**config.mk**
```make
export PLATFORM = sky130hd
export DESIGN_NAME = lane_driver_top
export DESIGN_NICKNAME = d
export VERILOG_FILES = /design/src/design/lane_driver_pkg.sv /design/src/design/instr_sequencer.sv /design/src/design/lane_driver_top.sv /design/src/design/operand_addr_counter.sv /design/src/design/vrf_access_stage.sv
export SDC_FILE = /design/constraint.sdc
export NUM_CORES = 1
export LEC_CHECK = 0
export CORE_ASPECT_RATIO = 0.9
export CORE_MARGIN = 2
export CORE_UTILIZATION = 45
export CTS_BUF_LIST = sky130_fd_sc_hd__clkbuf_8
export CTS_CLUSTER_SIZE = 30
export DETAILED_ROUTE_END_ITERATION = 10
export DONT_BUFFER_PORTS = 1
export PLACE_DENSITY = 0.6
export SYNTH_ARGS = -nofsm -noshare
export SYNTH_HDL_FRONTEND = slang
export SYNTH_SLANG_ARGS = --single-unit
```
**constraint.sdc**
```tcl
create_clock -name clk_i -period 4.7 [get_ports clk_i]
set_clock_uncertainty 0.05 [all_clocks]
set_input_delay 0.94 -clock clk_i [delete_from_list [all_inputs] [get_ports clk_i]]
set_output_delay 0.94 -clock clk_i [all_outputs]
set_load 0.02 [all_outputs]
```
**src/design/lane_driver_pkg.sv**
```systemverilog
package lane_driver_pkg;

    ////////////////////////////////////////////////////////////////////////////
    // Defaults handed down by the top level
    localparam int MEM_DEPTH_DEF       = 514;
    localparam int VLANE_NUM_DEF       = 8;
    localparam int MAX_VL_PER_LANE_DEF = 256;
    localparam int R_OPERANDS_DEF      = 2;

    ////////////////////////////////////////////////////////////////////////////
    // Widths
    typedef logic [$clog2(MEM_DEPTH_DEF)-1:0] vaddr_t;                      // One lane memory
    typedef logic [$clog2(VLANE_NUM_DEF * MAX_VL_PER_LANE_DEF)-1:0] vl_t;
    typedef logic [$clog2(MAX_VL_PER_LANE_DEF)-1:0] step_t;                 // Element step or delay
    typedef logic [1:0] sew_t;                                              // 0 byte, 1 half, 2 word
    typedef logic [3:0] bwen_t;

    typedef enum logic [1:0] {KIND_NORMAL, KIND_STORE, KIND_LOAD} inst_kind_e;

    typedef enum logic [1:0] {ST_IDLE, ST_NORMAL, ST_READ, ST_LOAD} seq_state_e;

    ////////////////////////////////////////////////////////////////////////////
    // Bundles
    typedef struct packed {
        inst_kind_e   kind;
        vl_t          vl;
        sew_t         sew;
        step_t        inst_delay;
        vaddr_t       waddr_base;
        vaddr_t [1:0] raddr_base;
    } inst_req_t;

    // Per-cycle control from the sequencer
    typedef struct packed {
        logic  rd_step;
        logic  rd_load;
        logic  wr_step;
        logic  wr_load;
        logic  load_mode;
        sew_t  sew;
        step_t step;                                                        // Current read step
        vl_t   vl;
    } step_ctrl_t;

endpackage

```
**src/design/instr_sequencer.sv**
```systemverilog
`timescale 1ns/1ps

module instr_sequencer
    import lane_driver_pkg::*;
#(
    parameter int VLANE_NUM       = VLANE_NUM_DEF,
    parameter int MAX_VL_PER_LANE = MAX_VL_PER_LANE_DEF
)
(
    input  logic         clk_i,
    input  logic         rst_i,
    input  logic         start_i,
    input  inst_req_t    req_i,
    output logic         ready_o,
    input  logic         load_valid_i,
    input  logic         load_last_i,
    output logic         ready_for_load_o,
    output logic         store_data_valid_o,
    output step_ctrl_t   ctrl_o,
    output vaddr_t [1:0] raddr_base_o,
    output vaddr_t       waddr_base_o
);

    localparam int CNT_W = $clog2(MAX_VL_PER_LANE) + 1;                     // Holds delay plus limit

    seq_state_e       state_q;
    seq_state_e       state_d;
    logic [CNT_W-1:0] cnt_q;
    logic [CNT_W-1:0] rd_limit_d;
    logic [CNT_W-1:0] rd_limit_q;
    logic [CNT_W-1:0] wr_end;
    vl_t              vl_q;
    sew_t             sew_q;
    step_t            delay_q;
    logic             accept;
    logic             rd_step;
    logic             wr_step;
    logic             store_valid_q;

    assign accept     = start_i && ready_o;
    assign ready_o    = (state_q == ST_IDLE);
    assign rd_limit_d = CNT_W'((int'(req_i.vl) + VLANE_NUM - 1) / VLANE_NUM);  // Steps per lane
    assign wr_end     = CNT_W'(delay_q) + rd_limit_q;

    ////////////////////////////////////////////////////////////////////////////
    // Step strobes

    assign rd_step = (state_q == ST_NORMAL || state_q == ST_READ) && (cnt_q < rd_limit_q);

    // Writes trail the reads by the instruction delay, loads are paced from outside
    assign wr_step = (state_q == ST_NORMAL && cnt_q >= CNT_W'(delay_q) && cnt_q < wr_end) ||
                     (state_q == ST_LOAD && load_valid_i);

    ////////////////////////////////////////////////////////////////////////////
    // Mode FSM

    always_comb begin
        state_d = state_q;
        case (state_q)
            ST_IDLE: begin
                if (accept) begin
                    case (req_i.kind)
                        KIND_NORMAL: state_d = ST_NORMAL;
                        KIND_STORE:  state_d = ST_READ;
                        KIND_LOAD:   state_d = ST_LOAD;
                        default:     state_d = ST_IDLE;
                    endcase
                    if (rd_limit_d == '0 && req_i.kind != KIND_LOAD) begin
                        state_d = ST_IDLE;                                  // Empty vector
                    end
                end
            end
            ST_NORMAL: begin
                if (wr_step && cnt_q == wr_end - 1'b1) begin
                    state_d = ST_IDLE;
                end
            end
            ST_READ: begin
                if (rd_step && cnt_q == rd_limit_q - 1'b1) begin
                    state_d = ST_IDLE;
                end
            end
            ST_LOAD: begin
                if (load_last_i) begin
                    state_d = ST_IDLE;
                end
            end
            default: state_d = ST_IDLE;
        endcase
    end

    always_ff @(posedge clk_i) begin
        if (!rst_i) begin
            state_q       <= ST_IDLE;
            cnt_q         <= '0;
            store_valid_q <= 1'b0;
        end else begin
            state_q       <= state_d;
            store_valid_q <= (state_q == ST_READ) && rd_step;               // Lines up with the access stage
            if (accept) begin
                cnt_q <= '0;
            end else if (state_q == ST_NORMAL || state_q == ST_READ) begin
                cnt_q <= cnt_q + 1'b1;
            end
        end
    end

    // Instruction fields kept for the whole run
    always_ff @(posedge clk_i) begin
        if (accept) begin
            vl_q       <= req_i.vl;
            sew_q      <= req_i.sew;
            delay_q    <= req_i.inst_delay;
            rd_limit_q <= rd_limit_d;
        end
    end

    ////////////////////////////////////////////////////////////////////////////
    // Outputs

    assign ready_for_load_o   = (state_q == ST_LOAD);
    assign store_data_valid_o = store_valid_q;

    // Counters load these on the accepting edge
    assign raddr_base_o = req_i.raddr_base;
    assign waddr_base_o = req_i.waddr_base;

    assign ctrl_o.rd_step   = rd_step;
    assign ctrl_o.rd_load   = accept;
    assign ctrl_o.wr_step   = wr_step;
    assign ctrl_o.wr_load   = accept;
    assign ctrl_o.load_mode = (state_q == ST_LOAD);
    assign ctrl_o.sew       = sew_q;
    assign ctrl_o.step      = step_t'(cnt_q);
    assign ctrl_o.vl        = vl_q;

endmodule

```
**src/design/lane_driver_top.sv**
```systemverilog
`timescale 1ns/1ps

module lane_driver_top
    import lane_driver_pkg::*;
#(
    parameter int MEM_DEPTH       = MEM_DEPTH_DEF,
    parameter int VLANE_NUM       = VLANE_NUM_DEF,
    parameter int MAX_VL_PER_LANE = MAX_VL_PER_LANE_DEF,
    parameter int R_OPERANDS      = R_OPERANDS_DEF
)
(
    input  logic                    clk_i,
    input  logic                    rst_i,
    // Instruction handshake
    input  logic                    start_i,
    input  inst_req_t               req_i,
    output logic                    ready_o,
    // Load unit
    input  logic                    load_valid_i,
    input  logic                    load_last_i,
    input  bwen_t [VLANE_NUM-1:0]   load_bwen_i,
    output logic                    ready_for_load_o,
    output logic                    store_data_valid_o,
    // Register file
    output logic                    vrf_ren_o,
    output logic                    vrf_wen_o,
    output vaddr_t [R_OPERANDS-1:0] vrf_raddr_o,
    output vaddr_t                  vrf_waddr_o,
    output bwen_t [VLANE_NUM-1:0]   vrf_bwen_o,
    output logic [VLANE_NUM-1:0]    rd_valid_o
);

    step_ctrl_t              ctrl;
    vaddr_t [1:0]            raddr_base;
    vaddr_t                  waddr_base;
    vaddr_t [R_OPERANDS-1:0] raddr;

    instr_sequencer #(
        .VLANE_NUM       (VLANE_NUM),
        .MAX_VL_PER_LANE (MAX_VL_PER_LANE)
    ) u_instr_sequencer (
        .clk_i              (clk_i),
        .rst_i              (rst_i),
        .start_i            (start_i),
        .req_i              (req_i),
        .ready_o            (ready_o),
        .load_valid_i       (load_valid_i),
        .load_last_i        (load_last_i),
        .ready_for_load_o   (ready_for_load_o),
        .store_data_valid_o (store_data_valid_o),
        .ctrl_o             (ctrl),
        .raddr_base_o       (raddr_base),
        .waddr_base_o       (waddr_base)
    );

    // One read address counter per source operand
    for (genvar i = 0; i < R_OPERANDS; i++) begin : g_raddr
        operand_addr_counter #(
            .MEM_DEPTH (MEM_DEPTH)
        ) u_raddr_cnt (
            .clk_i  (clk_i),
            .rst_i  (rst_i),
            .base_i (raddr_base[i]),
            .load_i (ctrl.rd_load),
            .step_i (ctrl.rd_step),
            .sew_i  (ctrl.sew),
            .addr_o (raddr[i])
        );
    end

    vrf_access_stage #(
        .VLANE_NUM (VLANE_NUM),
        .MEM_DEPTH (MEM_DEPTH)
    ) u_vrf_access_stage (
        .clk_i        (clk_i),
        .rst_i        (rst_i),
        .ctrl_i       (ctrl),
        .raddr_i      (raddr),
        .waddr_base_i (waddr_base),
        .load_bwen_i  (load_bwen_i),
        .vrf_ren_o    (vrf_ren_o),
        .vrf_wen_o    (vrf_wen_o),
        .vrf_raddr_o  (vrf_raddr_o),
        .vrf_waddr_o  (vrf_waddr_o),
        .vrf_bwen_o   (vrf_bwen_o),
        .rd_valid_o   (rd_valid_o)
    );

endmodule

```
**src/design/operand_addr_counter.sv**
```systemverilog
`timescale 1ns/1ps

module operand_addr_counter
    import lane_driver_pkg::*;
#(
    parameter int MEM_DEPTH = MEM_DEPTH_DEF
)
(
    input  logic   clk_i,
    input  logic   rst_i,
    input  vaddr_t base_i,
    input  logic   load_i,
    input  logic   step_i,
    input  sew_t   sew_i,
    output vaddr_t addr_o
);

    localparam vaddr_t ADDR_LAST = vaddr_t'(MEM_DEPTH - 1);

    vaddr_t     addr_q;
    logic [1:0] sub_q;                                                      // Element inside the word
    logic [1:0] sub_last;

    // Elements per word minus one
    always_comb begin
        case (sew_i)
            2'd0:    sub_last = 2'd3;
            2'd1:    sub_last = 2'd1;
            default: sub_last = 2'd0;
        endcase
    end

    always_ff @(posedge clk_i) begin
        if (!rst_i) begin
            addr_q <= '0;
            sub_q  <= '0;
        end else if (load_i) begin
            addr_q <= base_i;
            sub_q  <= '0;
        end else if (step_i) begin
            if (sub_q == sub_last) begin
                sub_q  <= '0;
                addr_q <= (addr_q == ADDR_LAST) ? '0 : addr_q + 1'b1;       // Wrap at memory end
            end else begin
                sub_q <= sub_q + 1'b1;
            end
        end
    end

    assign addr_o = addr_q;

endmodule

```
**src/design/vrf_access_stage.sv**
```systemverilog
`timescale 1ns/1ps

module vrf_access_stage
    import lane_driver_pkg::*;
#(
    parameter int VLANE_NUM = VLANE_NUM_DEF,
    parameter int MEM_DEPTH = MEM_DEPTH_DEF
)
(
    input  logic                  clk_i,
    input  logic                  rst_i,
    input  step_ctrl_t            ctrl_i,
    input  vaddr_t [1:0]          raddr_i,
    input  vaddr_t                waddr_base_i,
    input  bwen_t [VLANE_NUM-1:0] load_bwen_i,
    output logic                  vrf_ren_o,
    output logic                  vrf_wen_o,
    output vaddr_t [1:0]          vrf_raddr_o,
    output vaddr_t                vrf_waddr_o,
    output bwen_t [VLANE_NUM-1:0] vrf_bwen_o,
    output logic [VLANE_NUM-1:0]  rd_valid_o
);

    sew_t                  wr_sew;
    vaddr_t                waddr;
    bwen_t                 onehot_q;
    logic                  half_q;
    bwen_t                 bwen_pat;
    bwen_t [VLANE_NUM-1:0] bwen_d;
    logic [VLANE_NUM-1:0]  lane_valid;

    assign wr_sew = ctrl_i.load_mode ? sew_t'(2) : ctrl_i.sew;              // Loads write whole words

    operand_addr_counter #(
        .MEM_DEPTH (MEM_DEPTH)
    ) u_waddr_cnt (
        .clk_i  (clk_i),
        .rst_i  (rst_i),
        .base_i (waddr_base_i),
        .load_i (ctrl_i.wr_load),
        .step_i (ctrl_i.wr_step),
        .sew_i  (wr_sew),
        .addr_o (waddr)
    );

    ////////////////////////////////////////////////////////////////////////////
    // Byte enables

    // Byte pointer and halfword toggle restart with each instruction
    always_ff @(posedge clk_i) begin
        if (!rst_i) begin
            onehot_q <= 4'b0001;
            half_q   <= 1'b0;
        end else if (ctrl_i.wr_load) begin
            onehot_q <= 4'b0001;
            half_q   <= 1'b0;
        end else if (ctrl_i.wr_step) begin
            onehot_q <= {onehot_q[2:0], onehot_q[3]};
            half_q   <= ~half_q;
        end
    end

    always_comb begin
        case (ctrl_i.sew)
            2'd0:    bwen_pat = onehot_q;
            2'd1:    bwen_pat = half_q ? 4'b1100 : 4'b0011;
            default: bwen_pat = 4'b1111;
        endcase
        for (int l = 0; l < VLANE_NUM; l++) begin
            bwen_d[l]     = ctrl_i.load_mode ? load_bwen_i[l] : bwen_pat;
            // Element index of this lane against the vector length
            lane_valid[l] = (int'(ctrl_i.step) * VLANE_NUM + l) < int'(ctrl_i.vl);
        end
    end

    ////////////////////////////////////////////////////////////////////////////
    // Output registers

    always_ff @(posedge clk_i) begin
        if (!rst_i) begin
            vrf_ren_o  <= 1'b0;
            vrf_wen_o  <= 1'b0;
            rd_valid_o <= '0;
            vrf_bwen_o <= '0;
        end else begin
            vrf_ren_o  <= ctrl_i.rd_step;
            vrf_wen_o  <= ctrl_i.wr_step;
            rd_valid_o <= ctrl_i.rd_step ? lane_valid : '0;
            vrf_bwen_o <= ctrl_i.wr_step ? bwen_d : '0;
        end
    end

    always_ff @(posedge clk_i) begin
        vrf_raddr_o <= raddr_i;
        vrf_waddr_o <= waddr;
    end

endmodule

```
==> run_results.csv <==
group,metric,value,unit
power_and_ir_drop,ir_worst_vdd,0.0003019,V
worst_hold_path,hp-class,"reg -> reg",
power_and_ir_drop,clkPwrFrac,0.293,
clock_tree,root_buffer,"clkbuf_8",
placement,postPlaceCellArea,7780,um2
detailed_routing,first_iter_violations,301,
detailed_routing,drc,0,
setup_path,cp-startpoint,"u_instr_sequencer.rd_limit_q[0]",
layout,fin_area,8238,um2
global_route,grt-ovfl-total,0,
global_route,grt_pass1_vias,5739,
setup_path,r2r_setup_slack,370,ps
detailed_routing,drt_wl_total,17920,um
power_and_ir_drop,netSwitchingPower,1.336,mW
layout,area_growth,8.468,%
timing,setup_viol,0,
power_and_ir_drop,swShare,0.3458,
setup_path,reg2reg_from,"u_instr_sequencer.rd_limit_q[0]",
timing,drv_slew,0,
power_and_ir_drop,combPwrFrac,0.247,
yosys,synthFlopType,"dfxtp_1",
yosys,seq_area_frac_synth,0.4481,
layout,diodes,0,
clock_tree,clockBufferDepth,2,
setup_path,required,5020,ps
timing,tightest_slew,816.8,ps
timing,hold_viol,0,
setup_path,crit_path_end_kind,"register",
timing,min_period,4330,ps
detailed_routing,postRouteAntennaNets,0,
die,rows,45,
die,initial_core_util,0.4542,
global_route,grt_max_degree,40,
global_route,antenna_found_initial,1,
yosys,synth_cell_types,66,
clock_tree,tritoncts,"yes",
power_and_ir_drop,power_density,469.0,nW/um2
die,die_w,140.9,um
power_and_ir_drop,cellLeakagePower,3.295,nW
timing,relSlewSlack,0.4505,
die,ioPinCount,165,
yosys,synth_nets,956,
setup_path,rr_worst_depth,16,
flow_run,maxCapViolations,0,
die,die_area,17930,um2
timing,grt_setup_unrepaired,"no",
layout,final_util,0.4926,
clock_tree,numCtsBuffers,17,
power_and_ir_drop,internal-power,2.527,mW
detailed_routing,wl_per_cell,17.39,um
clock_tree,postCtsSetupBuffers,0,
timing,fin_setup_tns,0,ps
layout,nets,954,
clock_tree,h-tree-depth,4,
timing,fin_crit_sh,0.9214,
placement,port_buffers,0,
detailed_routing,first_pass_iters,5,
clock_tree,clock-sinks,155,
setup_path,cp-endpoint,"u_vrf_access_stage.u_waddr_cnt.addr_o[2]",
yosys,synth_seq_cells,155,
power_and_ir_drop,power_frac_seq,0.460,
yosys,syn_inst,808,
power_and_ir_drop,total_power,3.863,mW
layout,most-common-layout-cells,"dfxtp_1, nand2_1, a21oi_1",
die,coreArea,16720,um2
placement,dp_hpwl,12830,um
clock_tree,clkSlewWorstSetupHoldPaths,90,ps
timing,max_freq,230.9,MHz
global_route,grt_pass1_wl,28560,um
setup_path,worstPathArrival,4650,ps
global_route,grt.total_usage,0.1998,
yosys,syn-cell-area,7595,um2
detailed_routing,vias,5752,
yosys,yosysWarningCount,0,
setup_path,r2r_end,"u_vrf_access_stage.u_waddr_cnt.addr_o[2]",
yosys,synthArstFlopShare,0,
placement,gp_congestion,0.8264,
status,status,"completed",
layout,stdcell_count,1030,
layout,layout_commonest_cell,"dfxtp_1",
setup_path,critPathMaxFanout,13,
layout,drive_above_1_share,0.07937,
clock_tree,insertion_delay,450,ps
yosys,syn_avg_cell_area,9.399,um2
yosys,synth_edf_count,30,
layout,fillers,1549,
detailed_routing,via_per_inst,5.584,
placement,dp.cells,998,
die,die_y,127.2,um
setup_path,crit_type,"reg -> reg",
setup_path,start_kind,"register",
## worst max-delay path: stages (launching register included)
cell,delay (ps)
edfxtp_1,450
ha_1,230
inv_1,60
fa_1,410
nand2b_2,210
a21oi_1,290
o31ai_2,140
a21oi_1,290
xnor2_1,160
ha_1,270
nand2_1,80
nand4b_1,90
a41o_1,250
o31ai_4,400
nand2_2,270
or4_1,450
a31oi_1,160
## worst min path at each step
| stage | from | end | slack, ps | depth (start not counted) |
|---|---|---|---|---|
| detailed placement | u_vrf_access_stage.u_waddr_cnt.addr_o[9] | u_vrf_access_stage.vrf_waddr_o[9] | 330 | 0 |
| CTS | u_vrf_access_stage.u_waddr_cnt.addr_o[9] | u_vrf_access_stage.vrf_waddr_o[9] | 340 | 0 |
| finish | u_vrf_access_stage.u_waddr_cnt.addr_o[9] | u_vrf_access_stage.vrf_waddr_o[9] | 340 | 0 |
| global placement | g_raddr[0].u_raddr_cnt.addr_o[9] | u_vrf_access_stage.vrf_raddr_o[9] | 330 | 0 |
| floorplan | u_vrf_access_stage.u_waddr_cnt.addr_o[9] | u_vrf_access_stage.vrf_waddr_o[9] | 310 | 0 |
| global route | u_vrf_access_stage.u_waddr_cnt.addr_o[9] | u_vrf_access_stage.vrf_waddr_o[9] | 360 | 0 |
## area by class of cell
cell class | count | area [um2] | share of cell area
sequential | 155 | 3403 | 0.4131
multi-input combinational | 572 | 3869 | 0.4696
clock inverter | 13 | 188.9 | 0.02293
tap | 211 | 264.0 | 0.03205
timing repair buffer | 7 | 52.55 | 0.006379
inverter | 53 | 198.9 | 0.02415
clock buffer | 19 | 261.5 | 0.03174
## stage by stage
stage	worst slack [ps]	hold slack, ps
after floorplan	988.5	306.3
after global placement	505.4	332.0
after detailed placement	325.2	330.0
after CTS	287.2	343.2
after global routing	30.76	357.2
final	369.6	342.9
## kinds of logic after synthesis
logic type | after synthesis | synth area share
xor gates and xnor gates | 49 | 0.06244
buffers and inverters | 81 | 0.04349
DFF | 155 | 0.4481
adders and majority gates | 58 | 0.09654
AOI/OAI and AO/OA | 181 | 0.1506
and+or+nand+nor | 272 | 0.1827
muxes | 12 | 0.01615
## power by group through the flow
stage	combinational [mW]	clock, mW	sequential [mW]
global placement	0.931	0	1.80
floorplan	0.763	0	1.75
CTS	0.956	1.17	1.78
global route	1.08	1.22	1.80
detailed placement	0.951	0	1.80
finish	0.954	1.13	1.78
## cell usage after synthesis (all sizes together), types with 2 or more instances
library cell / instances / area, um2
nor4: 12 / 90.09
o41ai: 2 / 25.03
xnor2: 25 / 219.0
nand4: 13 / 81.33
nand4b: 2 / 17.52
a211o: 2 / 17.52
nor2: 58 / 225.2
nand2b: 3 / 21.27
nand3b: 3 / 22.52
o31a: 2 / 17.52
nand3: 25 / 125.1
clkbuf: 19 / 72.56
o21a: 2 / 15.01
o21ai: 47 / 235.2
a21boi: 10 / 75.07
edfxtp: 30 / 900.9
and3: 23 / 143.9
inv: 53 / 198.9
a221oi: 10 / 87.58
or4: 2 / 18.77
a31oi: 13 / 81.33
dfxtp: 125 / 2502
xor2: 23 / 231.5
nand2: 76 / 287.8
o31ai: 5 / 66.32
a21oi: 71 / 362.8
mux2i: 10 / 100.1
nor3b: 12 / 90.09
or3: 3 / 18.77
a21o: 7 / 52.55
nor2b: 16 / 100.1
a211oi: 4 / 40.03
nor3: 20 / 116.4
buf: 8 / 48.80
ha: 57 / 713.2
mux2: 2 / 22.52
## flip-flops by register name, indices dropped and copies added (netlist names), 2 cells and up
register,count
u_vrf_access_stage.onehot_q,4
u_vrf_access_stage.u_waddr_cnt.addr_o,10
u_instr_sequencer.cnt_q,9
u_vrf_access_stage.rd_valid_o,8
u_instr_sequencer.vl_q,11
u_instr_sequencer.sew_q,2
u_vrf_access_stage.vrf_waddr_o,10
u_instr_sequencer.state_q,2
u_vrf_access_stage.vrf_raddr_o,20
u_instr_sequencer.delay_q,8
g_raddr.u_raddr_cnt.sub_q,4
u_vrf_access_stage.vrf_bwen_o,32
g_raddr.u_raddr_cnt.addr_o,20
u_instr_sequencer.rd_limit_q,9
u_vrf_access_stage.u_waddr_cnt.sub_q,2
## per-layer routing
metal | share of wire | GRT usage | vias to the layer above
li1 | - | - | 2857
met1 | 0.46 | 0.2528 | 2720
met2 | 0.46 | 0.3294 | 164
met3 | 0.075 | 0.06747 | 11
met4 | 0.0096 | 0.05235 | 0
met5 | 0 | 0 | -
## repair_timing
action | in CTS | in global routing
hold buffers | 0 | 0
endpoints found under the setup margin | 0 | 4
gates resized for setup | 0 | 1
Power figures use the tool's default switching activity.
